[config.mk]
export PLATFORM = sky130hd
export DESIGN_NAME = sync_fifo
export DESIGN_NICKNAME = d
export VERILOG_FILES = /design/src/hdl/dram_tge_pkg.sv /design/src/hdl/sync_fifo.sv
export SDC_FILE = /design/constraint.sdc
export NUM_CORES = 2
export LEC_CHECK = 0
export BUFFER_PORTS_ARGS = -buffer_cell sky130_fd_sc_hd__clkbuf_2
export CAP_MARGIN = 20
export CORE_MARGIN = 2
export CORE_UTILIZATION = 58
export CTS_BUF_LIST = sky130_fd_sc_hd__clkbuf_8
export DETAILED_ROUTE_END_ITERATION = 12
export PLACE_DENSITY = 0.82
export SLEW_MARGIN = 20
export SYNTH_ARGS = -nofsm -noshare
export SYNTH_HDL_FRONTEND = slang
export SYNTH_MEMORY_MAX_BITS = 65536
export SYNTH_SLANG_ARGS = --single-unit
[constraint.sdc]
create_clock -name clk -period 27 [get_ports clk]
set_clock_uncertainty 0.1 [all_clocks]
set_input_delay 5.4 -clock clk [delete_from_list [all_inputs] [get_ports clk]]
set_output_delay 5.4 -clock clk [all_outputs]
set_load 0.05 [all_outputs]
[src/hdl/dram_tge_pkg.sv]
package dram_tge_pkg;

    // one DRAM data word, nine 32-bit lanes
    typedef logic [287:0] dram_word_t;

    // one traffic-generator output word
    typedef logic [255:0] tge_word_t;

    typedef logic [24:0] dram_addr_t;  // DRAM word address

    // run-time configuration and count values
    typedef logic [31:0] cfg_t;

    // reader pacing states
    typedef enum logic [2:0] {
        RD_IDLE,
        RD_BURST,
        RD_BUBBLE,
        RD_PKT_WAIT,
        RD_DONE
    } reader_state_t;

endpackage

[src/hdl/sync_fifo.sv]
`timescale 1ns/1ps

module sync_fifo
    import dram_tge_pkg::*;
#(
    parameter int FIFO_DEPTH = 16
) (
    input  logic       clk,
    input  logic       rst,
    input  dram_word_t wdata,
    input  logic       w_valid,
    input  logic       read_req,
    output dram_word_t rdata,
    output logic       r_valid,
    output logic       full,
    output logic       empty
);

    localparam int AW = $clog2(FIFO_DEPTH);

    dram_word_t mem [0:FIFO_DEPTH-1];

    // top bit is the wrap flag
    logic [AW:0] wr_ptr;
    logic [AW:0] rd_ptr;
    logic        do_write;
    logic        do_read;

    assign empty = wr_ptr == rd_ptr;
    assign full  = (wr_ptr[AW] != rd_ptr[AW]) && (wr_ptr[AW-1:0] == rd_ptr[AW-1:0]);

    assign do_write = w_valid && !full;
    assign do_read  = read_req && !empty;

    always_ff @(posedge clk) begin
        if (rst) begin
            wr_ptr  <= '0;
            rd_ptr  <= '0;
            r_valid <= 1'b0;
        end else begin
            if (do_write) wr_ptr <= wr_ptr + 1'b1;
            if (do_read) rd_ptr <= rd_ptr + 1'b1;
            r_valid <= do_read;  // data lands one cycle after the pop
        end
    end

    always_ff @(posedge clk) begin
        if (do_write) mem[wr_ptr[AW-1:0]] <= wdata;
        if (do_read) rdata <= mem[rd_ptr[AW-1:0]];
    end

    // the reader's credit count should make both of these impossible
    assert property (@(posedge clk) disable iff (rst) w_valid |-> !full)
        else $error("FIFO write while full");

    assert property (@(posedge clk) disable iff (rst) read_req |-> !empty)
        else $error("FIFO read while empty");

endmodule

======== After elaboration in Yosys (flattened, before gate mapping) ========
Memories as Yosys holds them, arrays and structs flattened. A register that Yosys moved wholly into a read port is not among the register bits.
Index checks and enable logic that the tools add are counted.
operators by class
  $add $sub $neg .......................... 2
  equality and inequality tests ........... 3
  multiplexer cells ....................... 2
  reductions and logical operators ........ 5
operator list
  cell                   number
  $add A5 B1 Y5 const B  2
  $eq A5 B5 Y1           1
  $eq A4 B4 Y1           1
  $logic_and A1 B1 Y1    3
  $logic_not A1 Y1       2
  $mux W1                2
  $ne A1 B1 Y1           1
word-level totals
  register bits after elaboration ......... 11
  RAM bits ................................ 4608
  input port bits ......................... 292
  memories ................................ 1
memories
  name  words  width  rd ports  clocked after Yosys merged registers in  wr ports  line             RTL
  mem   16     288    1         1                                        1         sync_fifo.sv:21  dram_word_t mem [0:FIFO_DEPTH-1];

======== Longest topological paths before layout ========
  word-level depth ........................ 6
  mapped depth ............................ 8
  depth with buffers taken out ............ 5

======== Worst setup path after synthesis ========
Ideal clock, no wire load.
  path type ............................... input to register
  start point ............................. input port w_valid
  end point ............................... memory mem[3][0] in the netlist's numbering (enable)
  library setup time ...................... 1.288 ns
  arrival ................................. 25.239 ns
  required time ........................... 25.612 ns
  setup slack ............................. 0.373 ns
  cell stages on the path ................. 3
  path buffers ............................ 1
  cell sequence ........................... clkbuf_1 > o211ai_1 > nor3_1
on the way
  longest elaborated chain between the ends .. 3
ends and longest elaborated chain
  element                        line             RTL
  from (decl)                    sync_fifo.sv:11  input logic w_valid,
  $logic_and A1 B1 Y1            sync_fifo.sv:32  assign do_write = w_valid && !full;
  $mux W1                        sync_fifo.sv:48  if (do_write) mem[wr_ptr[AW-1:0]] <= wdata;
  $mux W1 (not written as such)  sync_fifo.sv:48
  to (decl)                      sync_fifo.sv:21
No other way between the ends.

======== Worst setup path after layout ========
  start point ............................. register rd_ptr[1]
  end point ............................... output port full
on the way
  longest elaborated chain between the ends .. 2
ends and longest elaborated chain
  element                 line             RTL
  from (decl)             sync_fifo.sv:25  logic [AW:0] rd_ptr;
  from (signal assigned)  sync_fifo.sv:42  if (do_read) rd_ptr <= rd_ptr + 1'b1;
  $eq A4 B4 Y1            sync_fifo.sv:30  assign full = (wr_ptr[AW] != rd_ptr[AW]) && (wr_ptr[AW-1:0] == rd_ptr[AW-1:0]);
  $logic_and A1 B1 Y1     sync_fifo.sv:30
  to (decl)               sync_fifo.sv:15  output logic full,
No other way between the ends.

==> run_results.csv <==
group,metric,value,unit
logic_synthesis,syn_nets,7057,
grt,antenna_found_initial,100,
finish,area_delta_synth_final,11.89,%
status,outcome,"completed",
placed_design,dpl.hpwl,233.4,mm
grt,grt_first_pass_wirelength,608.9,mm
placed_design,place_area,189800,sq um
logic_synthesis,netlist_instances,6760,
finish,fin_area,203400,sq um
cts,cts_resized,0,
drt,first_pass_iters,8,
cts,cts-root-buf,"clkbuf_8",
placed_design,globalplace.congestion,0.8068,
timing,drv_slew,0,
worst_setup_path,critical_path_required,21.50,ns
power_and_ir_drop,p_leak,63.48,nW
timing,fmax,108.8,MHz
logic_synthesis,synth-seq-cells,4907,
timing,setup_viol_count_final,0,
drt,antenna_left,0,
drt,viasPerCell,6.480,
floorplanning,rows,205,
drt,num_vias,82290,
cts,cts_buffer_depth,4,
grt,grt_pass1_vias,85290,
timing,relSlewSlack,9.820,%
timing,fin_crit,9.189,ns
floorplanning,io_pins,583,
cts,cts_setup_buffers,0,
cts,clock-sinks,4907,
min_path,hold_path_class,"flop to flop",
worst_setup_path,cp_slowest_cell,"dfxtp_4",
floorplanning,die_h,563.8,microns
cts,clkTransAtPathRegs,0.07,ns
logic_synthesis,yosys_warnings,0,
floorplanning,start_util,58.28,%
power_and_ir_drop,power_density,80.75,nW/um^2
logic_synthesis,synth_area,181800,sq um
floorplanning,dieArea,317900,sq um
finish,fin_util,65.21,%
timing,hold_viol,0,
cts,clk_latency,1.21,ns
worst_setup_path,critPathCaptureType,"output port",
worst_setup_path,critPathKind,"flop to output port",
timing,fin_crit_sh,34.03,%
cts,numCtsBuffers,731,
worst_setup_path,max_stage_delay,1.03,ns
timing,rsz0062_at_grt,"false",
finish,fin_nets,8182,
drt,finalWirelength,426.1,mm
floorplanning,die_x,563.8,microns
cts,cts_tree,"built",
logic_synthesis,syn_avg_cell_area,26.89,sq um
grt,grt_max_degree,161,
drt,post_drt_wl_per_cell,33.55,microns
cts,ctsHoldBuffers,0,
logic_synthesis,yosysUniqueCellTypes,37,
flow_run,cap_violations,0,
timing,tightestPinTransition,1.353,ns
grt,gr-total-overflow,0,
grt,grt_usage,26.83,%
drt,drc,0,
worst_setup_path,crit_chain,"xnor2_1 > nand4_1 > nor2_1 > clkbuf_2",
logic_synthesis,synth_seq_area_share,81.00,%
floorplanning,coreArea,311900,sq um
placed_design,io_buffers,582,
power_and_ir_drop,vdd_drop_max,66.11,uV
worst_setup_path,cp.arrival,3.69,ns
min_path,hold_depth,2,
cts,h-tree-depth,6,
timing,setup_tns,0,ns
worst_setup_path,cp_max_fo,65,
timing,whs,0.4872,ns
worst_setup_path,start_kind,"flop",
drt,drt_iter0_drc,11820,
worst_setup_path,reg2reg_depth,7,
finish,drive_above_1_share,36.06,%
logic make-up (layout without fill, tap and decap cells):
family,count (synthesis),in the layout,synth area share [%]
simple gates,44,44,0.1170
xor+xnor,6,6,0.02891
other cells,0,80,0
mux,1445,1445,17.87
fa+ha+maj,5,5,0.03442
flops,4907,4907,81.00
compound gates,19,19,0.07504
buf+inv,334,2052,0.8741
metrics by stage:
| step | instances | total power, mW | setup slack, ns |
|---|---|---|---|
| after floorplan | 6760 | 10.49 | 0.3726 |
| after global placement | 11290 | 10.97 | 16.88 |
| after detailed placement | 11290 | 11.03 | 16.78 |
| after CTS | 12620 | 16.53 | 17.71 |
| after global routing | 12650 | 16.91 | 17.57 |
| final | 12700 | 16.42 | 17.81 |
state kept, by name, summed over array words and instances (netlist names):
name	count
rdata	288
mem	4608
rd_ptr	5
wr_ptr	5
r_valid	1
worst paths after layout:
kind / start / to / slack (ns)
max: rd_ptr[1]$_SDFFE_PP0P_ / full / 17.81
min: wr_ptr[4]$_SDFFE_PP0P_ / wr_ptr[4]$_SDFFE_PP0P_ / 0.49
max reg2reg: rd_ptr[0]$_SDFFE_PP0P_ / rdata[188]$_DFFE_PP_ / 20.52
min reg2reg: wr_ptr[4]$_SDFFE_PP0P_ / wr_ptr[4]$_SDFFE_PP0P_ / 0.49
critical path: cells and delay by family, from the launching register on:
family | cells | cell delay (ns)
AND/OR/NAND/NOR | 2 | 0.82
flip-flops | 1 | 1.03
XOR/XNOR | 1 | 0.25
buffers and inverters | 1 | 0.36
routing by layer:
layer  global-route usage [%]  share of wire [%]  vias up
met5                        0              0.096        -
met1                    35.58                 35    43560
met3                    5.889                 11      835
li1                         -                  -    32330
met4                    9.997                3.4       68
met2                    44.31                 51     5496
cell type report:
cell class	count	area, sq um
Multi-Input combinational cell	1519	33080
Clock buffer	735	10120
Tap cell	4140	5180
Inverter	8	37.54
Timing Repair Buffer	718	4259
Antenna cell	80	200.2
Sequential cell	4907	147300
Fill cell	18320	108500
Clock inverter	591	3279
synthesized netlist by cell type, drive strengths merged:
cell type  instances  area [sq um]
nand3              1         5.000
clkbuf           142         533.0
xor2               1         8.760
buf              184          1026
nor2              18         67.56
nand2              6         22.52
o211ai             5         37.54
mux4            1440         32430
nor3               5         25.02
a21boi             1         7.510
nor2b              3         18.77
ha                 5         62.56
nor4               1         6.260
o31ai              1         7.510
o2111ai            1         8.760
or3                2         12.51
xnor2              5         43.79
and4               2         17.52
nand4              4         25.02
o21ai              2         10.01
dfxtp             11         220.2
a31oi              1         6.260
a211oi             1         7.510
mux2i              1         10.01
mux2               4         45.04
o311ai             2         17.52
a311o              1         10.01
inv                8         30.03
a21oi              3         15.01
a211o              1         8.760
nand2b             1         6.260
edfxtp          4896        147000
and3               1         6.260
power breakdown:
group          switching [mW]  leakage [nW]  internal (mW)  total, mW
sequential             0.0915          44.4           8.63       8.72
combinational            1.25          11.4          0.894       2.15
clock                    2.85          7.72           2.70       5.56
layout by cell type (no fill, tap or decap), types with 4 or more instances in the layout:
cell type and n:
inv_12 16, inv_8 9, bufinv_16 13, xnor2_1 5, edfxtp_1 4896, inv_1 242, buf_12 26, nand4_1 4
clkbuf_8 735, o211ai_1 5, clkinv_8 16, nand2_1 6, inv_16 8, nor2_4 12, ha_1 5, nor2_1 6
mux2_2 4, clkbuf_2 582, inv_6 6, clkinv_1 217, diode_2 80, dfxtp_1 8, mux4_2 1440, buf_4 110
clkinv_2 69
(Power assumes the default switching activity.)
