<file path="config.mk">
export PLATFORM = sky130hd
export DESIGN_NAME = word_gearbox
export DESIGN_NICKNAME = d
export VERILOG_FILES = /design/src/hdl/dram_tge_pkg.sv /design/src/hdl/word_gearbox.sv
export SDC_FILE = /design/constraint.sdc
export NUM_CORES = 2
export LEC_CHECK = 0
export BUFFER_PORTS_ARGS = -buffer_cell sky130_fd_sc_hd__buf_4
export CORE_ASPECT_RATIO = 0.6
export CORE_MARGIN = 5
export CORE_UTILIZATION = 50
export DETAILED_ROUTE_END_ITERATION = 8
export GPL_TIMING_DRIVEN = 0
export PLACE_DENSITY_LB_ADDON = 0.08
export SKIP_LAST_GASP = 1
export SLEW_MARGIN = 20
export SYNTH_ARGS = -nofsm -noshare
export SYNTH_HDL_FRONTEND = slang
export SYNTH_SLANG_ARGS = --single-unit
</file>
<file path="constraint.sdc">
create_clock -name clk -period 7.65 [get_ports clk]
set_input_delay 0.765 -clock clk [delete_from_list [all_inputs] [get_ports clk]]
set_output_delay 0.765 -clock clk [all_outputs]
set_load 0.02 [all_outputs]
</file>
<file path="src/hdl/dram_tge_pkg.sv">
package dram_tge_pkg;

    // one DRAM data word, nine 32-bit lanes
    typedef logic [287:0] dram_word_t;

    // one traffic-generator output word
    typedef logic [255:0] tge_word_t;

    typedef logic [24:0] dram_addr_t;  // DRAM word address

    // run-time configuration and count values
    typedef logic [31:0] cfg_t;

    // reader pacing states
    typedef enum logic [2:0] {
        RD_IDLE,
        RD_BURST,
        RD_BUBBLE,
        RD_PKT_WAIT,
        RD_DONE
    } reader_state_t;

endpackage

</file>
<file path="src/hdl/word_gearbox.sv">
`timescale 1ns/1ps

module word_gearbox
    import dram_tge_pkg::*;
(
    input  logic       clk,
    input  logic       rst,
    input  dram_word_t fifo_rdata,
    input  logic       fifo_rvalid,
    input  logic       fifo_empty,
    output logic       fifo_pop,
    output tge_word_t  tge_data,
    output logic       tge_data_valid
);

    localparam int IN_W  = 288;
    localparam int OUT_W = 256;
    localparam int RES_W = IN_W + OUT_W - 1;  // 255 left over plus one full word

    // residue is packed from bit 0, bits at and above bit_cnt stay zero
    logic [RES_W-1:0] residue;
    logic [9:0]       bit_cnt;

    logic             emit;
    logic [9:0]       kept_cnt;   // bits left after this cycle's output
    logic [9:0]       next_cnt;
    logic [RES_W-1:0] kept;
    logic [RES_W-1:0] incoming;

    assign emit     = bit_cnt >= 10'(OUT_W);
    assign kept_cnt = emit ? bit_cnt - 10'(OUT_W) : bit_cnt;
    assign next_cnt = fifo_rvalid ? kept_cnt + 10'(IN_W) : kept_cnt;

    // a pop whose data arrives now is already counted in next_cnt
    assign fifo_pop = !fifo_empty && (next_cnt < 10'(OUT_W));

    assign kept     = emit ? residue >> OUT_W : residue;
    assign incoming = {{(RES_W - IN_W){1'b0}}, fifo_rdata} << kept_cnt;

    always_ff @(posedge clk) begin
        if (rst) begin
            residue        <= '0;  // zero fill keeps the OR-merge clean
            bit_cnt        <= '0;
            tge_data_valid <= 1'b0;
        end else begin
            residue        <= fifo_rvalid ? (kept | incoming) : kept;
            bit_cnt        <= next_cnt;
            tge_data_valid <= emit;
        end
    end

    // lowest 256 bits leave first
    always_ff @(posedge clk) begin
        if (emit) tge_data <= residue[OUT_W-1:0];
    end

    assert property (@(posedge clk) disable iff (rst) bit_cnt <= 10'(RES_W))
        else $error("gearbox residue over %0d bits", RES_W);

endmodule

</file>
### Word level (Yosys, flattened, before mapping)

Index checks and enable logic that the tools add are counted.

| word-level totals | value |
|---|---|
| register bits | 810 |
| logic and storage cells | 16 |
| output and inout port bits | 258 |
| input bits | 292 |

| cells by class | value |
|---|---|
| $lt $le $gt $ge | 2 |
| add/sub/neg operators | 2 |
| reductions and logical operators | 2 |
| multiplexer cells | 4 |
| bitwise operators | 1 |
| shifts and indexed selects | 1 |

Operators by type and width:

| operator | number |
|---|---|
| $mux 543 | 2 |
| $or 543x543->543 | 1 |
| $shl 288x10->543 | 1 |
| $mux 10 | 2 |
| $add 10x9->10 const B | 1 |
| $ge 10x9->1 const B | 1 |
| $lt 10x9->1 const B | 1 |
| $sub 10x9->10 const B | 1 |
| $logic_and 1x1->1 | 1 |
| $logic_not 1->1 | 1 |

### Longest topological paths before layout

| depth | value |
|---|---|
| word-level depth | 6 |
| depth in mapped cells | 14 |
| depth with buffers taken out | 7 |

### Worst setup path after synthesis

OpenSTA, ideal clock, no wires.

| timing | value |
|---|---|
| kind | reg-to-reg |
| start | register bit_cnt[5] |
| end | register tge_data[0], enable pin |
| period minus slack after synthesis | 5.782 ns |
| stages on the path, launching flop included | 13 |
| arrival time | 5.275 ns |
| path slack | 1.868 ns |
| path buffers | 7 |
| data required time | 7.143 ns |
| cell sequence | dfxtp_1 > buf_2 > buf_4 > inv_2 > clkbuf_1 > clkbuf_1 > ha_1 > nand4bb_1 > buf_2 > and2_1 > buf_4 > clkinv_1 > buf_2 |

| between the ends | value |
|---|---|
| longest elaborated chain between the ends | 1 |

Ends and longest elaborated chain:

| item | RTL line | text |
|---|---|---|
| from (decl) | word_gearbox.sv:22 | `logic [9:0] bit_cnt;` |
| from (signal assigned) | word_gearbox.sv:47 | `bit_cnt <= next_cnt;` |
| $ge 10x9->1 | word_gearbox.sv:30 | `assign emit = bit_cnt >= 10'(OUT_W);` |
| net emit | word_gearbox.sv:24 | `logic emit;` |
| to (signal assigned) | word_gearbox.sv:54 | `if (emit) tge_data <= residue[OUT_W-1:0];` |
| to (decl) | word_gearbox.sv:12 | `output tge_word_t tge_data,` |

The timed path passes the listed nets, and every way through them passes these cells.
A chain may end at the register's enable or synchronous reset.

### Worst setup path after layout

| timing | value |
|---|---|
| start | register bit_cnt[5] |
| end | output port fifo_pop |

| between the ends | value |
|---|---|
| longest elaborated chain between the ends | 6 |

Ends and longest elaborated chain:

| item | RTL line | text |
|---|---|---|
| $sub 10x9->10 or $ge 10x9->1 (tied branches) | word_gearbox.sv:31, word_gearbox.sv:30 |  |
| $mux 10 * | word_gearbox.sv:31 | `assign kept_cnt = emit ? bit_cnt - 10'(OUT_W) : bit_cnt;` |
| $add 10x9->10 | word_gearbox.sv:32 | `assign next_cnt = fifo_rvalid ? kept_cnt + 10'(IN_W) : kept_cnt;` |
| $mux 10 * | word_gearbox.sv:32 |  |
| $lt 10x9->1 * | word_gearbox.sv:35 | `assign fifo_pop = !fifo_empty && (next_cnt < 10'(OUT_W));` |
| $logic_and 1x1->1 * | word_gearbox.sv:35 |  |
| to (decl) | word_gearbox.sv:11 | `output logic fifo_pop,` |

Every way passes the cells marked *; elsewhere a longest branch is shown, timed or not.

==> insert_results.sql <==
INSERT INTO impl_metrics (metric_group, metric, value, unit) VALUES
('status', 'run_status', 'finished, violations left', ''),
('status', 'failed_checks', 'design-rule violations', ''),
('clock_network', 'root_buffer_master', 'sky130_fd_sc_hd__clkbuf_16', ''),
('sta', 'final.min_clock_period', '6720', 'ps'),
('floorplan', 'fp-row-count', '83', ''),
('sta', 'max_freq', '149', 'MHz'),
('placement', 'dp.final_hpwl', '198000', 'um'),
('synthesis', 'synthesis.area_per_instance', '10.9', 'um^2'),
('critical_path', 'worst_path_most_repeated_cell', 'sky130_fd_sc_hd__clkbuf_1', ''),
('placement', 'io_buffer_count', '549', ''),
('synthesis', 'synth_area', '43300', 'um^2'),
('drt', 'routed_wirelength', '250000', 'um'),
('hold_path', 'min_delay_worst_endpoint', 'residue[506]', ''),
('grt', 'grt_pass1_wl', '328000', 'um'),
('synthesis', 'netlist-cell-type-count', '67', ''),
('power', 'vdd_drop_max', '0.000341', 'V'),
('floorplan', 'full_die_area', '92800', 'um^2'),
('drt', 'num_vias', '45102', ''),
('critical_path', 'reg2reg_depth', '13', ''),
('sta', 'final_min_period_over_clock_period', '87.9', '%'),
('floorplan', 'io-pin-count', '550', ''),
('critical_path', 'r2r_end', 'residue[314]', ''),
('synthesis', 'async_flop_share', '0', '%'),
('synthesis', 'ys_warn_count', '0', ''),
('clock_network', 'total_clock_buffers_created_by_cts', '77', ''),
('hold_path', 'hp-start', 'fifo_rdata[282]', ''),
('clock_network', 'clock_latency', '720', 'ps'),
('drt', 'met3RoutedLength', '53300', 'um'),
('sta', 'hold_viol_final', '0', ''),
('synthesis', 'dominantRegCellSynth', 'sky130_fd_sc_hd__dfxtp_1', ''),
('drt', 'met1Wirelength', '94300', 'um'),
('synthesis', 'synth-adder-area-share', '0.0867', '%'),
('critical_path', 'reg2reg_slack', '1680', 'ps'),
('cells_and_area', 'stdcell_count', '5844', ''),
('floorplan', 'chipHeight', '238', 'um'),
('clock_network', 'clk_transition_reported_paths', '80', 'ps'),
('hold_path', 'hold_class', 'primary input to flop', ''),
('synthesis', 'post_synth_mux_area_share', '22.0', '%'),
('grt', 'globalRouteTotalUtil', '50.7', '%'),
('power', 'p_per_area', '428', 'nW/um^2'),
('critical_path', 'criticalPathCategory', 'flop to output pin', ''),
('floorplan', 'core_region_area', '85700', 'um^2'),
('drt', 'detailedRoute.firstPassIterationCount', '9', ''),
('cells_and_area', 'finish.net_count', '4890', ''),
('clock_network', 'cts.repair_timing.setup_buffer_count', '0', ''),
('power', 'leakage', '19.1', 'nW'),
('clock_network', 'postCtsHoldBufs', '0', ''),
('clock_network', 'cts_resized', '0', ''),
('cells_and_area', 'layout_common_cells', 'sky130_fd_sc_hd__buf_4 (601), sky130_fd_sc_hd__dfxtp_1 (549), sky130_fd_sc_hd__mux2i_1 (456), sky130_fd_sc_hd__edfxtp_1 (256), sky130_fd_sc_hd__clkbuf_1 (233)', ''),
('grt', 'globalRoute.totalOverflow', '0', ''),
('drt', 'met2_wire_length', '86800', 'um'),
('critical_path', 'path_cells', 'buf_2, buf_4, inv_2, clkbuf_1, clkbuf_1, ha_1, nand4bb_2, nand3_1, clkbuf_1, o211ai_1, a21oi_1, buf_4', ''),
('synthesis', 'postSynthCellCount', '3958', ''),
('synthesis', 'synth_edf_count', '256', ''),
('sta', 'tightestPinTransition', '1460', 'ps'),
('cells_and_area', 'mostFrequentLayoutCell', 'sky130_fd_sc_hd__buf_4', ''),
('placement', 'place.detailed.instances', '5663', ''),
('clock_network', 'tritoncts', 'yes', ''),
('floorplan', 'starting_density_of_the_core', '50.6', '%'),
('sta', 'setup_total_negative_slack', '0', 'ps'),
('cells_and_area', 'area_delta_synth_final', '19.7', '%'),
('cells_and_area', 'final_layout_size_suffix_gt1_share', '27.2', '%'),
('synthesis', 'synth_top_family_by_area', 'multiplexers', ''),
('clock_network', 'cts-root-to-sink-buffers', '3', ''),
('grt', 'initial_antenna_violation_count', '35', ''),
('power', 'finalPower', '22.2', 'mW'),
('critical_path', 'worst_r2r_start', 'bit_cnt[5]', ''),
('drt', 'detail_route.iter0.violations', '9226', ''),
('drt', 'drt_drc_violations_left', '8', ''),
('grt', 'maximum_number_of_pins_on_one_net_before_global_route_repair', '85', ''),
('synthesis', 'syn_nets', '4253', '');
-- cell usage after synthesis, types with 98 or more instances --
master	n	area share [%]
sky130_fd_sc_hd__clkbuf_1	233	2.0
sky130_fd_sc_hd__a221o_1	128	3.0
sky130_fd_sc_hd__a21oi_1	127	1.5
sky130_fd_sc_hd__nand3_1	98	1.1
sky130_fd_sc_hd__nand2_1	162	1.4
sky130_fd_sc_hd__mux2_2	191	5.0
sky130_fd_sc_hd__nor2_1	105	0.91
sky130_fd_sc_hd__mux2i_1	460	11
sky130_fd_sc_hd__nand4_1	147	2.1
sky130_fd_sc_hd__o211ai_1	126	2.2
sky130_fd_sc_hd__mux4_2	106	5.5
sky130_fd_sc_hd__o22ai_1	137	2.0
sky130_fd_sc_hd__buf_2	127	1.5
sky130_fd_sc_hd__dfxtp_1	549	25
sky130_fd_sc_hd__edfxtp_1	256	18
-- through the flow --
step | instance area (um^2) | utilization, % | hold slack [ps]
finish | 51800 | 60.5 | 359
global placement | 48900 | 57.0 | 414
detailed placement | 49100 | 57.3 | 413
floorplan | 43300 | - | 403
CTS | 51700 | 60.4 | 339
global route | 51800 | 60.5 | 370
-- area by class of cell --
type / instances / area, um^2
multi-input cells: 2669 / 22400
inverters: 10 / 37.5
diodes: 38 / 95.1
flip-flops and latches: 805 / 18700
repair buffers: 558 / 4240
well taps: 1147 / 1440
clock buffers: 95 / 2110
fillers: 7344 / 33800
plain buffers: 474 / 2340
clock inverters: 48 / 537
-- worst max path at each step --
| stage | slack, ps | end | start |
|---|---|---|---|
| after floorplan | 1870 | tge_data[0] | bit_cnt[5] |
| after global placement | -920 | residue[216] | bit_cnt[5] |
| after detailed placement | 2230 | fifo_pop | bit_cnt[5] |
| after CTS | 1480 | fifo_pop | bit_cnt[5] |
| after global routing | 1310 | fifo_pop | bit_cnt[5] |
| final | 930 | fifo_pop | bit_cnt[5] |
-- cells by family after synthesis --
kind of cell | after synthesis
fa+ha+maj | 3
buf+inv | 484
flops | 805
mux | 791
compound gates | 1110
simple gates | 760
xor+xnor | 5
-- metal layers --
layer  GRT usage, %  up-vias
met1           65.5    22117
met2           60.9     4798
met5           15.5        -
met4           16.7       72
li1               -    17202
met3           40.7      913
-- critical path: cells and delay by family (launching register included) --
family	cells	cell delay [ps]
buf+inv	7	3020
simple gates	2	780
compound gates	2	710
fa+ha+maj	1	370
flops	1	320
-- state kept, by name, summed over array words and instances (netlist names) --
name and flops:
residue 543, tge_data 256, bit_cnt 5, tge_data_valid 1
-- where the power goes --
group	internal (mW)	leakage (nW)	switching [mW]
Sequential	6.22	7.11	0.853
Combinational	3.21	10.7	7.75
Clock	2.29	1.30	1.87
Total	11.7	19.1	10.5
Power figures use the tool's default switching activity.
