<file path="src/hdl/dram_tge_pkg.sv">
package dram_tge_pkg;

    // one DRAM data word, nine 32-bit lanes
    typedef logic [287:0] dram_word_t;

    // one traffic-generator output word
    typedef logic [255:0] tge_word_t;

    typedef logic [24:0] dram_addr_t;  // DRAM word address

    // run-time configuration and count values
    typedef logic [31:0] cfg_t;

    // reader pacing states
    typedef enum logic [2:0] {
        RD_IDLE,
        RD_BURST,
        RD_BUBBLE,
        RD_PKT_WAIT,
        RD_DONE
    } reader_state_t;

endpackage

</file>
<file path="src/hdl/dram_burst_reader.sv">
`timescale 1ns/1ps

module dram_burst_reader
    import dram_tge_pkg::*;
#(
    parameter int FIFO_DEPTH    = 16,
    parameter int DRAM_MAX_ADDR = 64
) (
    input  logic       clk,
    input  logic       rst,
    input  logic       en,
    input  cfg_t       dram_burst_size,
    input  cfg_t       wait_pkt,
    input  logic       fifo_pop,
    input  logic       pkt_done,
    output logic       dram_request,
    output dram_addr_t dram_addr,
    output logic       finish
);

    localparam int CW = $clog2(FIFO_DEPTH) + 1;

    reader_state_t state;

    cfg_t          burst_cnt;   // requests issued in the current burst
    cfg_t          bubble_cnt;
    cfg_t          wait_cnt;
    dram_addr_t    addr_cnt;
    logic [CW-1:0] credits;     // words requested but not yet popped

    cfg_t burst_len;
    cfg_t bubble_len;
    logic credit_ok;
    logic last_addr;
    logic burst_end;

    assign burst_len  = dram_burst_size << 3;  // 8 words per burst unit
    assign bubble_len = dram_burst_size << 1;  // 2 idle cycles per unit

    assign credit_ok = credits < CW'(FIFO_DEPTH);
    assign last_addr = addr_cnt == dram_addr_t'(DRAM_MAX_ADDR - 1);
    assign burst_end = (burst_cnt + 1) >= burst_len;

    // a request never waits on anything but the credit count once in a burst
    assign dram_request = (state == RD_BURST) && credit_ok;
    assign dram_addr    = addr_cnt;
    assign finish       = state == RD_DONE;

    always_ff @(posedge clk) begin
        if (rst) begin
            credits <= '0;
        end else begin
            credits <= credits + CW'(dram_request) - CW'(fifo_pop);
        end
    end

    always_ff @(posedge clk) begin
        if (rst) begin
            state      <= RD_IDLE;
            burst_cnt  <= '0;
            bubble_cnt <= '0;
            wait_cnt   <= '0;
            addr_cnt   <= '0;
        end else begin
            if (dram_request) begin
                addr_cnt  <= addr_cnt + 1'b1;
                burst_cnt <= burst_end ? '0 : burst_cnt + 1;
            end
            case (state)
                RD_IDLE: begin
                    if (en) state <= RD_BURST;
                end
                RD_BURST: begin
                    if (dram_request && last_addr) begin
                        state <= RD_DONE;
                    end else if (pkt_done) begin
                        // current request still goes out, burst count resumes later
                        state    <= RD_PKT_WAIT;
                        wait_cnt <= '0;
                    end else if (dram_request && burst_end) begin
                        state      <= RD_BUBBLE;
                        bubble_cnt <= '0;
                    end
                end
                RD_BUBBLE: begin
                    if (pkt_done) begin  // packet wait replaces the bubble
                        state    <= RD_PKT_WAIT;
                        wait_cnt <= '0;
                    end else if ((bubble_cnt + 1) >= bubble_len) begin
                        state <= RD_BURST;
                    end else begin
                        bubble_cnt <= bubble_cnt + 1;
                    end
                end
                RD_PKT_WAIT: begin
                    if ((wait_cnt + 1) >= wait_pkt) state <= RD_BURST;
                    else wait_cnt <= wait_cnt + 1;
                end
                RD_DONE: ;  // held until reset
                default: state <= RD_IDLE;
            endcase
        end
    end

    // FIFO can only overflow if more words are outstanding than it holds
    assert property (@(posedge clk) disable iff (rst) credits <= CW'(FIFO_DEPTH))
        else $error("reader credit count above FIFO depth");

    // end of run has to stop requests at the last address
    assert property (@(posedge clk) disable iff (rst)
        dram_request |-> addr_cnt < dram_addr_t'(DRAM_MAX_ADDR))
        else $error("request past the last DRAM address");

endmodule

</file>
<file path="config.mk">
export PLATFORM = sky130hd
export DESIGN_NAME = dram_burst_reader
export DESIGN_NICKNAME = d
export VERILOG_FILES = /design/src/hdl/dram_tge_pkg.sv /design/src/hdl/dram_burst_reader.sv
export SDC_FILE = /design/constraint.sdc
export NUM_CORES = 1
export LEC_CHECK = 0
export BUFFER_PORTS_ARGS = -buffer_cell sky130_fd_sc_hd__buf_2
export CORE_MARGIN = 2
export CORE_UTILIZATION = 55
export CTS_CLUSTER_DIAMETER = 100
export DETAILED_ROUTE_END_ITERATION = 6
export HOLD_SLACK_MARGIN = 0.1
export PLACE_DENSITY_LB_ADDON = 0.1
export SETUP_SLACK_MARGIN = 0.15
export SLEW_MARGIN = 20
export SYNTH_ARGS = -nofsm -noshare
export SYNTH_HDL_FRONTEND = slang
export SYNTH_SLANG_ARGS = --single-unit
</file>
<file path="constraint.sdc">
create_clock -name clk -period 4.4 [get_ports clk]
set_clock_uncertainty 0.05 [all_clocks]
set_input_delay 0.88 -clock clk [delete_from_list [all_inputs] [get_ports clk]]
set_output_delay 0.88 -clock clk [all_outputs]
set_load 0.005 [all_outputs]
</file>
# ---- Word-level counts from Yosys, hierarchy flattened
# Cells that the tools add are included.
dict set report op_classes {
  addsub 6
  order_cmp 4
  eq_ne 15
  mux 19
  bitwise 1
  n_reduce_logical 9
}
# cell n
set ops {}
lappend ops {{$mux 32} 9}
lappend ops {{$add 32x1->32 const B} 3}
lappend ops {{$ge 32x32->1} 3}
lappend ops {{$pmux 32 s3} 1}
lappend ops {{$pmux 32 s2} 1}
lappend ops {{$add 25x1->25 const B} 1}
lappend ops {{$eq 25x6->1 const B} 1}
lappend ops {{$mux 3} 7}
lappend ops {{$pmux 3 s5} 1}
lappend ops {{$ne 2x2->1 const B} 7}
lappend ops {{$eq 3x2->1 const B} 2}
lappend ops {{$reduce_and 6->1} 1}
lappend ops {{$add 5x1->5} 1}
lappend ops {{$lt 5x5->1 const B} 1}
lappend ops {{$reduce_and 5->1} 1}
lappend ops {{$sub 5x1->5} 1}
lappend ops {{$ne 4x2->1 const B} 1}
lappend ops {{$eq 3x1->1 const B} 1}
lappend ops {{$eq 3x3->1 const B} 1}
lappend ops {{$logic_and 1x1->1} 3}
lappend ops {{$logic_not 3->1} 1}
lappend ops {{$ne 3x3->1 const B} 1}
lappend ops {{$reduce_and 3->1} 1}
lappend ops {{$reduce_bool 3->1} 1}
lappend ops {{other kinds (3)} 3}
dict set report word_totals {
  register_bits 129
  out_inout_bits 27
}

# ---- Depth between registers and ports, before layout
dict set report depth {
  ltp_word 7
  depth_mapped 18
}

# ---- Worst setup path before layout
# OpenSTA, ideal clock, no wires.
dict set report synth_path {
  path_kind {register to register}
  from {reg wait_cnt[2]}
  to {reg wait_cnt[21]}
  arrival_time_ps 4079
  required_ps 4231
  setup_slack_ps 152
  stages_incl_launch_ff 17
  n_path_buf 3
  cell_sequence {dfxtp_1 -> nand3_1 -> or3_1 -> clkbuf_1 -> or3_1 -> clkbuf_1 -> or2_2 -> nor2_1 -> xor2_1 -> ha_1 -> and4_1 -> a311oi_1 -> nand3_1 -> or3_4 -> a2111o_1 -> buf_2 -> o221a_2}
}
dict set report synth_between {
  elab_chain_cells 4
  elab_cells_between_ends 6
}
# item line_no
set synth_rtl {}
lappend synth_rtl {{start: declaration} dram_burst_reader.sv:27} ;# cfg_t wait_cnt;
lappend synth_rtl {{start signal: assignment} dram_burst_reader.sv:97} ;# else wait_cnt <= wait_cnt + 1;
lappend synth_rtl {{$add 32x1->32 *} {dram_burst_reader.sv:96, dram_burst_reader.sv:97}}
lappend synth_rtl {{$ge 32x32->1} dram_burst_reader.sv:96} ;# if ((wait_cnt + 1) >= wait_pkt) state <= RD_BURST;
lappend synth_rtl {{$ne 2x2->1 (no line)} -}
lappend synth_rtl {{$reduce_and 3->1 (no line)} -}
# Mark *: on every way between the ends. The rest lies on a longest branch, timed or not. The select of a mux whose other input is x is not followed.
# A chain may end at the register's enable or synchronous reset.

# ---- Final worst setup path
dict set report layout_path {
  from {reg wait_cnt[3]}
  to {reg wait_cnt[13]}
}
# Same word-level chain as after synthesis.

==> qor.yml <==
outcome:
  outcome: "completed"
yosys:
  synth_cells: 1226
  yosys.area_share.simple_pct: 26.5
  synth_edf_count: 0
  synth_top_family_by_area: "simple AND/OR/NAND/NOR gates"
  synth-adder-area-share_pct: 13.6
  synth-seq-cells: 129
  syn-cell-area_sq_mm: 0.00942
  async_flop_share_pct: 0
  synth_cell_types: 69
  yosys_most_used_dff: "dfxtp_1"
  synth_compound_area_share_pct: 15.2
  syn_area_per_cell_sq_um: 7.69
  yosys_warnings: 0
  synth_nets: 1397
  synth-xor-area-share_pct: 10.8
  synth.area.mux_share_pct: 0.438
  seq_area_frac_synth_pct: 27.4
sta:
  hold_ws_ns: 0.424
  period_needed_ns: 4.34
  post-route-period-util_pct: 98.7
  maxSlewViolCount: 0
  fmax_mhz: 230
  setup_viol: 0
  rsz0062_at_grt: "yes"
  tightest_slew_ns: 1.36
  hold_violations: 0
  worst_slack_ns: 0.0586
  slew_headroom_pct: 8.78
  setup_tns_ns: 0
hold_path:
  worstHoldPathType: "reg -> reg"
detailed_routing:
  wl_per_cell_microns: 15.2
  ant_nets: 0
  drc: 0
  first_pass_iters: 5
  drt-total-wl_mm: 24.2
  via_per_inst: 5.59
  first_iter_violations: 643
  vias: 8905
final_layout:
  final_area_sq_mm: 0.0115
  final_common_cell: "nand2_1"
  final_nets: 1531
  instances_no_fill: 1593
  final_cell_mix: "138 x nand2_1, 121 x nor2_1, 116 x dfxtp_1, 100 x ha_1, 95 x a21oi_1"
  nFillCells: 1422
  final_core_util_pct: 69.0
  syn_to_final_growth_pct: 21.9
  drive_gt1_share_pct: 21.9
  antennaDiodeCount: 0
clocking:
  clk_path_buf_depth: 2
  clock-sinks: 129
  clk_pin_slew_ns: 0.07
  cts_htree_levels: 4
  cts_tree: "done"
  numCtsBuffers: 17
  clk_latency_ns: 0.43
  cts-root-buf: "clkbuf_16"
worst_setup_path:
  slowest_stage: "or3_4"
  worstPathRequired_ns: 4.64
  crit_fanout: 15
  cp.arrival_ns: 4.59
  worst_setup_path_end_kind: "flip-flop"
  start_kind: "flip-flop"
  cpPeakStageDelay_ns: 0.44
  path_cells: "nand3_1 > or3_4 > nor4_4 > nand2b_1 > nor2_1 > xor2_1 > ha_1 > and4_4 > a311oi_2 > nand3_1 > or3_4 > buf_4 > a2111o_1 > buf_6 > o21ai_0 > a21oi_1"
  crit_type: "reg -> reg"
die:
  start_util_pct: 56.6
  die_height_microns: 135
  dieWidth_microns: 135
  die_area_sq_mm: 0.0182
  core_sq_mm: 0.0166
  rows: 47
  ioPinCount: 96
pwr:
  ir_drop_uv: 258
  leakagePower_nw: 5.20
  p_per_area_mw_per_mm2: 324
  design_power_total_mw: 3.72
global_route:
  antenna_found_initial: 0
  grt_pass1_wl_mm: 39.0
  grt_start_max_net_pins: 75
  grtUsageTotal_pct: 26.2
  grt_pass1_vias: 8175
  grt_overflow_total: 0
placement:
  gp_congestion: 0.853
  dp_cells: 1536
  dp_slack_ns: 0.0267
  portBuffers: 94
  placed_area_sq_mm: 0.0103
  hpwl_mm: 16.7
run:
  max_cap_violations: 0
==> cell usage after synthesis (11+ instances only) <==
cell | n | area share [%]
xor2_1 | 55 | 5.1
ha_1 | 101 | 13
inv_1 | 83 | 3.3
xnor2_1 | 61 | 5.7
nand3_1 | 70 | 3.7
nor2_1 | 128 | 5.1
nor2b_1 | 11 | 0.73
and3_1 | 24 | 1.6
nand4_1 | 29 | 1.9
dfxtp_1 | 129 | 27
clkbuf_1 | 39 | 1.6
nand2_1 | 140 | 5.6
a21oi_1 | 101 | 5.4
or3_1 | 24 | 1.6
o211ai_1 | 13 | 1.0
o21ai_0 | 46 | 2.4
==> power breakdown <==
| group | leakage (nW) | switching (mW) | internal, mW |
|---|---|---|---|
| Clock | 0.312 | 0.649 | 0.878 |
| Combinational | 3.84 | 0.565 | 0.365 |
| Sequential | 1.05 | 0.0468 | 1.21 |
| Total | 5.20 | 1.26 | 2.46 |
==> kinds of logic (layout without fill, tap and decap cells) <==
group                    count (synthesis)  after routing
XOR/XNOR                               116            116
multiplexers                             4              4
AND/OR/NAND/NOR                        502            502
AO/OA/AOI/OAI                          233            233
flip-flops                             129            129
buffers and inverters                  140            287
adder cells (fa/ha/maj)                102            102
==> layer usage <==
metal | wire length [microns] | up-vias | GRT usage, %
met3 | 1200 | 16 | 4.35
li1 | - | 4542 | -
met5 | 0 | - | 0
met1 | 11600 | 4142 | 36.7
met4 | 216 | 0 | 5.85
met2 | 11200 | 205 | 42.3
==> timing repair <==
item                                    in CTS  in global routing
endpoints found under the setup margin      54                 88
pin swaps                                    3                 51
setup buffers                                1                 23
hold endpoints to repair                     0                  0
resized for setup                           13                 80
cloned                                       0                  1
hold buffers                                 0                  0
==> flip-flops by register name, summed over array words and instances, names as in the netlist <==
| name | flops |
|---|---|
| wait_cnt | 32 |
| dram_addr | 25 |
| burst_cnt | 32 |
| state | 3 |
| bubble_cnt | 32 |
| credits | 5 |
==> path summary, 6_finish.rpt <==
path                                  start                        end  slack (ns)  depth (start not counted)
setup / recovery   wait_cnt[3]$_SDFFE_PP0P_  wait_cnt[13]$_SDFFE_PP0P_        0.06                         16
hold / removal    wait_cnt[31]$_SDFFE_PP0P_  wait_cnt[31]$_SDFFE_PP0P_        0.42                          2
setup reg to reg   wait_cnt[3]$_SDFFE_PP0P_  wait_cnt[13]$_SDFFE_PP0P_        0.06                         16
hold reg to reg   wait_cnt[31]$_SDFFE_PP0P_  wait_cnt[31]$_SDFFE_PP0P_        0.42                          2
==> worst max-delay path: cells and delay by family, from the launching register on <==
kind | cells | cell delay (ns)
DFF | 1 | 0.37
and+or+nand+nor | 8 | 1.93
xor gates and xnor gates | 1 | 0.29
AOI/OAI and AO/OA | 4 | 0.92
adders and majority gates | 1 | 0.30
buffers and inverters | 2 | 0.34
==> final cells by class <==
cell class | count | area [sq um] | area share, %
flip-flops and latches | 129 | 2600 | 22.6
inverters | 85 | 320 | 2.79
clock buffers | 17 | 425 | 3.70
well taps | 220 | 275 | 2.40
repair buffers | 170 | 1090 | 9.49
clock inverters | 15 | 204 | 1.78
multi-input cells | 957 | 6570 | 57.2
Note: power is estimated with default switching activity, not from simulation.
