$ cat src/hdl/dram_tge_pkg.sv
package dram_tge_pkg;

    // one DRAM data word, nine 32-bit lanes
    typedef logic [287:0] dram_word_t;

    // one traffic-generator output word
    typedef logic [255:0] tge_word_t;

    typedef logic [24:0] dram_addr_t;  // DRAM word address

    // run-time configuration and count values
    typedef logic [31:0] cfg_t;

    // reader pacing states
    typedef enum logic [2:0] {
        RD_IDLE,
        RD_BURST,
        RD_BUBBLE,
        RD_PKT_WAIT,
        RD_DONE
    } reader_state_t;

endpackage

$ cat src/hdl/pkt_framer.sv
`timescale 1ns/1ps

module pkt_framer
    import dram_tge_pkg::*;
(
    input  logic clk,
    input  logic rst,
    input  cfg_t tge_pkt_size,
    input  logic tge_data_valid,
    output logic tge_eof,
    output logic pkt_done
);

    cfg_t word_cnt;   // words already sent in the current packet
    logic last_word;

    // a size of 0 or 1 makes every word a packet of its own
    assign last_word = (word_cnt + 1) >= tge_pkt_size;

    assign tge_eof  = tge_data_valid && last_word;
    assign pkt_done = tge_eof;  // same cycle, goes back to the reader

    always_ff @(posedge clk) begin
        if (rst) begin
            word_cnt <= '0;
        end else if (tge_data_valid) begin
            if (last_word) word_cnt <= '0;
            else word_cnt <= word_cnt + 1;
        end
    end

endmodule

$ cat config.mk
export PLATFORM = sky130hd
export DESIGN_NAME = pkt_framer
export DESIGN_NICKNAME = d
export VERILOG_FILES = /design/src/hdl/dram_tge_pkg.sv /design/src/hdl/pkt_framer.sv
export SDC_FILE = /design/constraint.sdc
export NUM_CORES = 1
export LEC_CHECK = 0
export BUFFER_PORTS_ARGS = -buffer_cell sky130_fd_sc_hd__buf_4
export CELL_PAD_IN_SITES_DETAIL_PLACEMENT = 1
export CELL_PAD_IN_SITES_GLOBAL_PLACEMENT = 1
export CORE_MARGIN = 2
export CORE_UTILIZATION = 48
export CTS_CLUSTER_DIAMETER = 100
export DETAILED_ROUTE_END_ITERATION = 8
export GPL_ROUTABILITY_DRIVEN = 0
export PLACE_DENSITY_LB_ADDON = 0.1
export SYNTH_ARGS = -nofsm -noshare
export SYNTH_HDL_FRONTEND = slang
export SYNTH_SLANG_ARGS = --single-unit
$ cat constraint.sdc
create_clock -name clk -period 7 [get_ports clk]
set_input_delay 0.7 -clock clk [delete_from_list [all_inputs] [get_ports clk]]
set_output_delay 0.7 -clock clk [all_outputs]
set_load 0.01 [all_outputs]
Yosys cells after proc, flatten, opt, wreduce, memory -nomap -nowiden

Cells that the tools add are included.

Flip-flop bits (word level): 32
Input bits: 35
Word-level logic and storage cells: 5

Add/subtract/negate cells: 1
Magnitude comparators: 1
Muxes and demuxes: 1
Reduce and logical (&&, ||, !) cells: 1

Operator list:

| kind                    | number |
|---|---|
| $add A32 B1 Y32 const B | 1 |
| $ge A32 B32 Y1          | 1 |
| $mux W32                | 1 |
| $logic_and A1 B1 Y1     | 1 |

Depth between registers and ports, before layout

Gate-level depths: netlist of the first run.

Depth after elaboration: 3
Gate-level depth with buffers: 16

Least setup slack after synthesis of the first run

No wires, ideal clock.

Kind: reg2out
Start point: register word_cnt[0]
End point: output port tge_eof
Arrival: 3.576 ns
Required time: 6.300 ns
Setup slack: 2.724 ns
Stages on the path, launching flop included: 17
Path buffers: 3
Cells stage by stage: dfxtp_1 > ha_1 > nand2_1 > or4_4 > buf_6 > nor3_2 > nand2_1 > xnor2_1 > ha_1 > nand4_1 > or4_1 > nor2_1 > a2bb2oi_1 > buf_6 > nand2_1 > and2_1 > buf_4

Cells in the longest elaborated chain, start to end: 3

RTL lines:

| element                  | RTL line         | RTL |
|---|---|---|
| start: declaration       | pkt_framer.sv:14 | `cfg_t word_cnt;` |
| start signal: assignment | pkt_framer.sv:28 | `else word_cnt <= word_cnt + 1;` |
| $add A32 B1 Y32          | pkt_framer.sv:18 | `assign last_word = (word_cnt + 1) >= tge_pkt_size;` |
| $ge A32 B32 Y1           | pkt_framer.sv:18 |  |
| $logic_and A1 B1 Y1      | pkt_framer.sv:20 | `assign tge_eof = tge_data_valid && last_word;` |
| end: declaration         | pkt_framer.sv:10 | `output logic tge_eof,` |

Every way passes these cells.

Worst setup path in the final report of the first run

Start point: register word_cnt[12]
End point: output port pkt_done

Cells in the longest elaborated chain, start to end: 3

RTL lines:

| element             | RTL line         | RTL |
|---|---|---|
| $add A32 B1 Y32     | pkt_framer.sv:18 |  |
| $ge A32 B32 Y1      | pkt_framer.sv:18 |  |
| $logic_and A1 B1 Y1 | pkt_framer.sv:20 |  |
| end: declaration    | pkt_framer.sv:11 | `output logic pkt_done` |

Every way passes these cells.

==> run metrics, run 1 <==
status=finished clean; Reg2Reg Setup Slack=2.61 ns; r2r startpoint=word_cnt[12]; CTS buffer count=5; DRT Pass-1 Iters=4; Multi-input gate area=0.002122 sq mm; Mapped Cells=373; ANT nets after route=0; CP arrival=4.52 ns; largest registers=word_cnt x32; yosys warns=0; All-Layer GR Usage=0.2227; Reg2Reg Depth=12; Ant. Diodes=0; final setup fails=0; Synth Register Bits=32; CP peak stage delay=0.79 ns; endpoints failing hold=0; fraction of layout cells with a size suffix above 1=0.1654; Largest Register=word_cnt; Post-synth EDFFs=0; post-DP HPWL=5588 um; max_cap viols=0; crit path max fanout=31; RR Endpoint=word_cnt[19]; sequential share of the synthesized area=0.2075; Syn Nets=441; hold crit path type=flip-flop to flip-flop; post-synthesis async set-or-reset flop share=0; PwrDens=112.2 mW/mm^2; clock-pin slew on the worst setup and hold paths=0.07 ns; Worst Setup End Kind=output pin; initial antenna violation count=0; maximum vdd ir drop=0.1134 mV; Leak=1.537 nW; Die Area=0.007088 sq mm; Max Freq=0.1916 GHz; H-tree levels=2; I/O Buffers=36; Post-CTS Hold Fix Bufs=0; number of remaining DRC errors=0; number of global-route vias before repair=2665; Crit path required time=6.30 ns; Avg Cell Area, Syn=8.275 sq um; CTS Sinks=32; end point of the critical path=pkt_done; Initial Utilization=0.4917; Max-slew headroom=0.3634; crit path time final=5.220 ns; clk_skew=0.002297 ns; first-pass GRT wire length=12970 um; largest net degree at the start of global routing=56; num rows=29; die width=84.19 um; Final Cycle Share=0.7457; Storage cell area=640.6 sq um; Area Growth Syn to Fin=9.283%; Clock Latency Late Sink=0.28 ns; core area=0.006277 sq mm; hold wc startpoint=word_cnt[29]; I/O pin count=37; Crit-path slowest cell=nand4_1; Routed WL=7505 um; critical path class=flip-flop to output pin; Worst Tran Pin Value=0.9521 ns; Cell Area, Synth=0.003087 sq mm; root buffer cell=clkbuf_8; detailed-route via count=2708; crit-path cells=nand4_1, nor3_4, nand3_1, xnor2_2, ha_1, nand4_1, or4_1, nor2_1, a2bb2oi_2, buf_4, nand2_1, and2_1, buf_4; CP Launch Type=flip-flop; max FFs per register=32; RSZ-0062 raised after global routing=false; Overflow after GRT=0; Fillers=785; final cell count without fillers=470; post-CTS setup repair buffer count=0; post-CTS resize count=0; placed insts=462; deepest clock path buffer count=2; Pins Over Slew Limit=0; final setup TNS=0 ns; Worst Setup SP=word_cnt[12]; Vias/cell=5.762; post-synth cell types=52; post-DR wirelength/cell=15.97 um; prevailing post-synth register cell=dfxtp_1; initial drt markers=85; Die Ht=84.19 um; Final nets=460; TritonCTS clock tree=done
[cell families after synthesis]
family                     synth area share
DFF                                  0.2075
xor gates and xnor gates            0.09607
and+or+nand+nor                      0.3198
AOI/OAI and AO/OA                    0.1358
adders and majority gates            0.1338
buffers and inverters                0.1070
[worst min-delay path by stage]
| stage | to | depth (start not counted) |
|---|---|---|
| final | word_cnt[29] | 2 |
| after detailed placement | word_cnt[29] | 2 |
| after global routing | word_cnt[29] | 2 |
| after global placement | word_cnt[29] | 2 |
| after CTS | word_cnt[29] | 2 |
| after floorplan | word_cnt[29] | 2 |
[cell usage in the layout (no fill, tap or decap), drive strengths merged]
cell      n
nand2    21
a221o     2
a32o      6
xnor2    20
dfxtp    32
nand3    14
and2      2
inv      37
o21ai     3
a21o      4
nor2     15
nor4b     2
a2111o    1
buf      38
clkbuf    8
nand2b   20
or4       3
nor3b     4
and3b     2
or3       2
nor2b     6
or2b      4
nor3      8
a21oi    27
xor2     13
a31oi     7
and4      3
nand4b    2
nor4      8
a211oi    4
o211ai    8
nand4    27
ha       33
a2bb2oi   1
and3      6
[final cells by class]
class	instances	area share
Tap cell	77	0.02856
Inverter	37	0.04117
Multi-Input combinational cell	278	0.6291
Sequential cell	32	0.1899
Timing Repair Buffer	38	0.08457
Clock buffer	8	0.02671
[power breakdown]
| part | total [W] | switching [W] | internal [W] | leakage (nW) |
|---|---|---|---|---|
| Combinational | 0.0000448 | 0.0000213 | 0.0000235 | 1.23 |
| Sequential | 0.000184 | 0.00000113 | 0.000183 | 0.258 |
| Clock | 0.000150 | 0.0000695 | 0.0000803 | 0.0455 |
[cell usage after synthesis (2+ instances only)]
cell type / instances / area, sq um
inv_1: 37 / 138.9
buf_4: 4 / 30.03
clkbuf_8: 3 / 41.29
xnor2_1: 19 / 166.4
clkbuf_1: 11 / 41.29
a32o_1: 6 / 60.06
o211ai_1: 8 / 60.06
or4_4: 2 / 22.52
dfxtp_1: 32 / 640.6
ha_1: 33 / 412.9
and4_1: 2 / 17.52
nor3_2: 3 / 30.03
xor2_1: 13 / 113.9
a221o_1: 2 / 20.02
a21o_1: 4 / 30.03
and3_1: 6 / 37.54
nand2b_1: 20 / 125.1
o21ai_0: 3 / 15.01
nor3_1: 4 / 20.02
a31oi_1: 7 / 43.79
and3b_1: 2 / 17.52
buf_6: 5 / 56.30
nor4_2: 3 / 37.54
or2b_1: 4 / 30.03
nor3b_1: 3 / 22.52
nand4b_1: 2 / 17.52
nand3_1: 14 / 70.07
nand4_1: 25 / 156.4
nand2_1: 21 / 78.83
a21oi_1: 27 / 135.1
nor4b_1: 2 / 17.52
nor4_4: 4 / 85.08
nand4_2: 2 / 25.02
nor2b_1: 6 / 37.54
nor2_1: 15 / 56.30
a211oi_1: 3 / 22.52
[through the flow]
stage / worst slack, ns / total power, W / hold WS [ns] / utilization / cell area, sq um
finish: 1.780 / 0.0003786 / 0.4776 / 0.5374 / 3373
CTS: 1.753 / 0.0003827 / 0.4772 / 0.5374 / 3373
global route: 1.459 / 0.0003995 / 0.5084 / 0.5374 / 3373
floorplan: 2.724 / 0.0002138 / 0.4459 / - / 3087
detailed placement: 2.080 / 0.0002334 / 0.4674 / 0.5230 / 3283
global placement: 2.212 / 0.0002320 / 0.4573 / 0.5230 / 3283
[metal layers]
layer | part of all wire | routed length [um] | up-vias | GRT usage
met5 | 0 | 0 | - | 0
met2 | 0.49 | 3648 | 21 | 0.3694
met1 | 0.49 | 3688 | 1322 | 0.3111
met3 | 0.020 | 148 | 2 | 0.03638
li1 | - | - | 1363 | -
met4 | 0.0027 | 20 | 0 | 0.03519
[critical path, delay by kind of cell (launching register included)]
family / cells / cell delay, ns
simple gates: 8 / 2.84
flops: 1 / 0.47
buf+inv: 2 / 0.40
fa+ha+maj: 1 / 0.29
xor+xnor: 1 / 0.17
compound gates: 1 / 0.07
Note: power is estimated with default switching activity, not from simulation.
==> inputs of run 2 (changes only) <==
--- a/config.mk
+++ b/config.mk
@@ -9,7 +9,7 @@
 export CELL_PAD_IN_SITES_DETAIL_PLACEMENT = 1
 export CELL_PAD_IN_SITES_GLOBAL_PLACEMENT = 1
 export CORE_MARGIN = 2
-export CORE_UTILIZATION = 48
+export CORE_UTILIZATION = 40
 export CTS_CLUSTER_DIAMETER = 100
 export DETAILED_ROUTE_END_ITERATION = 8
 export GPL_ROUTABILITY_DRIVEN = 0
==> constraint.sdc (replaced) <==
create_clock -name clk -period 4.7 [get_ports clk]
set_input_delay 0.47 -clock clk [delete_from_list [all_inputs] [get_ports clk]]
set_output_delay 0.47 -clock clk [all_outputs]
set_load 0.01 [all_outputs]
==> run metrics, run 2 (synthesis results as in run 1) <==
largest net degree at the start of global routing=56 (unchanged); clk_skew=0.007341 ns (+0.005044 ns); initial drt markers=73 (-14%); CTS Sinks=32 (unchanged); switching pwr=0.0001448 W (+58%); fraction of layout cells with a size suffix above 1=0.2030 (+0.03761); Worst Setup SP=word_cnt[8]; Comb pwr share=0.118 (about the same); Crit path required time=4.23 ns (-2.07 ns); Area after DPL=0.003322 sq mm (+1.2%); first-pass GRT wire length=12890 um (-0.59%); num rows=32 (+10%); Max Freq=0.2293 GHz; Largest Register=word_cnt; crit-path cells=nand4_2, or4_4, buf_4, nor4_4, xor2_1, ha_1, nand4_1, or4_1, nor2_1, a2bb2oi_2, nand2_1, and2_1, buf_4; max FFs per register=32 (unchanged); crit path time final=4.360 ns; Vias/cell=5.415 (-6.0%); I/O Buffers=36 (unchanged); PwrDens=163.3 mW/mm^2 (+46%); max_cap viols=0 (unchanged); commonest non-fill, non-tap cell in the layout=buf_4; Multi-input gate area=0.002136 sq mm (+0.65%); deepest clock path buffer count=2 (unchanged); Sw Ratio=0.2542 (+0.01150); Fillers=951 (+21%); most frequent cells in the layout=buf_4 (43), inv_1 (37), ha_1 (32); Final Cycle Share=0.9277; final instance area=0.003486 sq mm (+3.3%); detailed-route via count=2713 (+0.18%); Area Growth Syn to Fin=12.93%; status=finished clean; Max-slew headroom=0.6641 (+0.3007); Most common cell on crit path=buf_4; r2r startpoint=word_cnt[8]; Leak=1.595 nW (+3.8%); Initial Utilization=0.4058 (-0.08597); hold wc startpoint=word_cnt[11]; All-Layer GR Usage=0.1867 (-0.03604); WHS=0.4818 ns (+0.004191 ns); Die Ht=91.85 um (+9.1%); CP Launch Type=flip-flop; sequential power share=0.481 (-0.005); placed insts=488 (+5.6%); root buffer cell=clkbuf_8; largest registers=word_cnt x32; TritonCTS clock tree=done; clock-pin slew on the worst setup and hold paths=0.07 ns (about the same); Final nets=466 (+1.3%); final setup fails=0 (unchanged); Crit-path slowest cell=or4_4; initial antenna violation count=0 (unchanged); ANT nets after route=0 (unchanged); post-DP HPWL=5612 um (+0.43%); CTS buffer count=5 (unchanged); endpoints failing hold=0 (unchanged); I/O pin count=37 (unchanged); final cell count without fillers=501 (+6.6%); DRT Pass-1 Iters=4 (unchanged); Pins Over Slew Limit=0 (unchanged); Overflow after GRT=0 (unchanged); Ant. Diodes=0 (unchanged); hold crit path type=flip-flop to flip-flop; number of remaining DRC errors=0 (unchanged); total power=0.0005694 W (+50%); Die Area=0.008436 sq mm (+19%); Storage cell area=648.1 sq um (+1.2%); CP peak stage delay=0.61 ns (-0.18 ns); CP arrival=3.89 ns (-0.63 ns); internal power=0.0004246 W (+48%); maximum vdd ir drop=0.08506 mV (-25%); Routed WL=7487 um (-0.24%); die width=91.85 um (+9.1%); Worst Setup End Kind=output pin; Clock Latency Late Sink=0.29 ns (about the same); Worst Tran Pin Value=0.4993 ns (-0.4528 ns); critical path class=flip-flop to output pin; Core Util, Final=0.4582 (-0.07915); core area=0.007607 sq mm (+21%); post-DR wirelength/cell=14.94 um (-6.4%); Top delay family on crit path=simple AND/OR/NAND/NOR gates; H-tree levels=2 (unchanged); Post-CTS Hold Fix Bufs=0 (unchanged); number of global-route vias before repair=2730 (+2.4%); Clock Power Share=0.401 (+0.005); Buf+Inv Stages, Crit Path=2 (unchanged); crit path max fanout=5 (-84%)
-- run 2: changes by cell type in the layout (fill, tap and decap cells not counted), sizes merged --
cell,delta
clkinv,+2
clkbuf,-2
buf,+6
-- run 2: final cells by class --
type,count,area share
clock buffer,6,0.02369
clock inverter,2,0.002872
inverter,37,0.03984
multi-input combinational,278,0.6127
sequential,32,0.1859
tap,102,0.03661
timing repair buffer,44,0.09835
-- run 2: path summary, 6_finish.rpt --
check | cells after the start | slack [ns] | endpoint
worst max register to register | 13 | 0.67 | word_cnt[19]
worst min register to register | 2 | 0.48 | word_cnt[11]
worst min-delay path | 2 | 0.48 | word_cnt[11]
worst max-delay path | 13 | 0.34 | tge_eof
-- run 2: metal layers --
| layer | vias up | GRT usage | wire (um) |
|---|---|---|---|
| li1 | 1374 | - | - |
| met1 | 1287 | 0.2398 | 3468 |
| met2 | 44 | 0.3266 | 3703 |
| met3 | 8 | 0.02629 | 219 |
| met4 | 0 | 0.05100 | 97 |
| met5 | - | 0 | 0 |
-- run 2: worst min-delay path, delay by kind of cell (launching register included) --
family,cells,cell delay (ns)
simple gates,1,0.07
flops,1,0.31
compound gates,1,0.06
-- run 2: power by group through the flow --
stage	combinational [W]	clock, W	sequential, W
floorplan	0.0000387	0	0.000280
global placement	0.0000659	0	0.000280
detailed placement	0.0000685	0	0.000280
CTS	0.0000687	0.000234	0.000274
global route	0.0000766	0.000249	0.000275
finish	0.0000671	0.000228	0.000274
-- run 2: timing repair --
action / in CTS / in global routing
gates resized for setup: 0 / 9
endpoints found under the hold margin: 0 / 0
setup buffers: 0 / 5
endpoints found under the setup margin: 0 / 2
-- run 2: per-stage QoR --
step | setup WS, ns | setup TNS [ns]
5_1_grt | -0.007402 | -0.01131
2_1_floorplan | 0.6538 | 0
3_5_place_dp | 0.4054 | 0
4_1_cts | 0.06485 | 0
6_report | 0.3398 | 0
3_3_place_gp | 0.4950 | 0
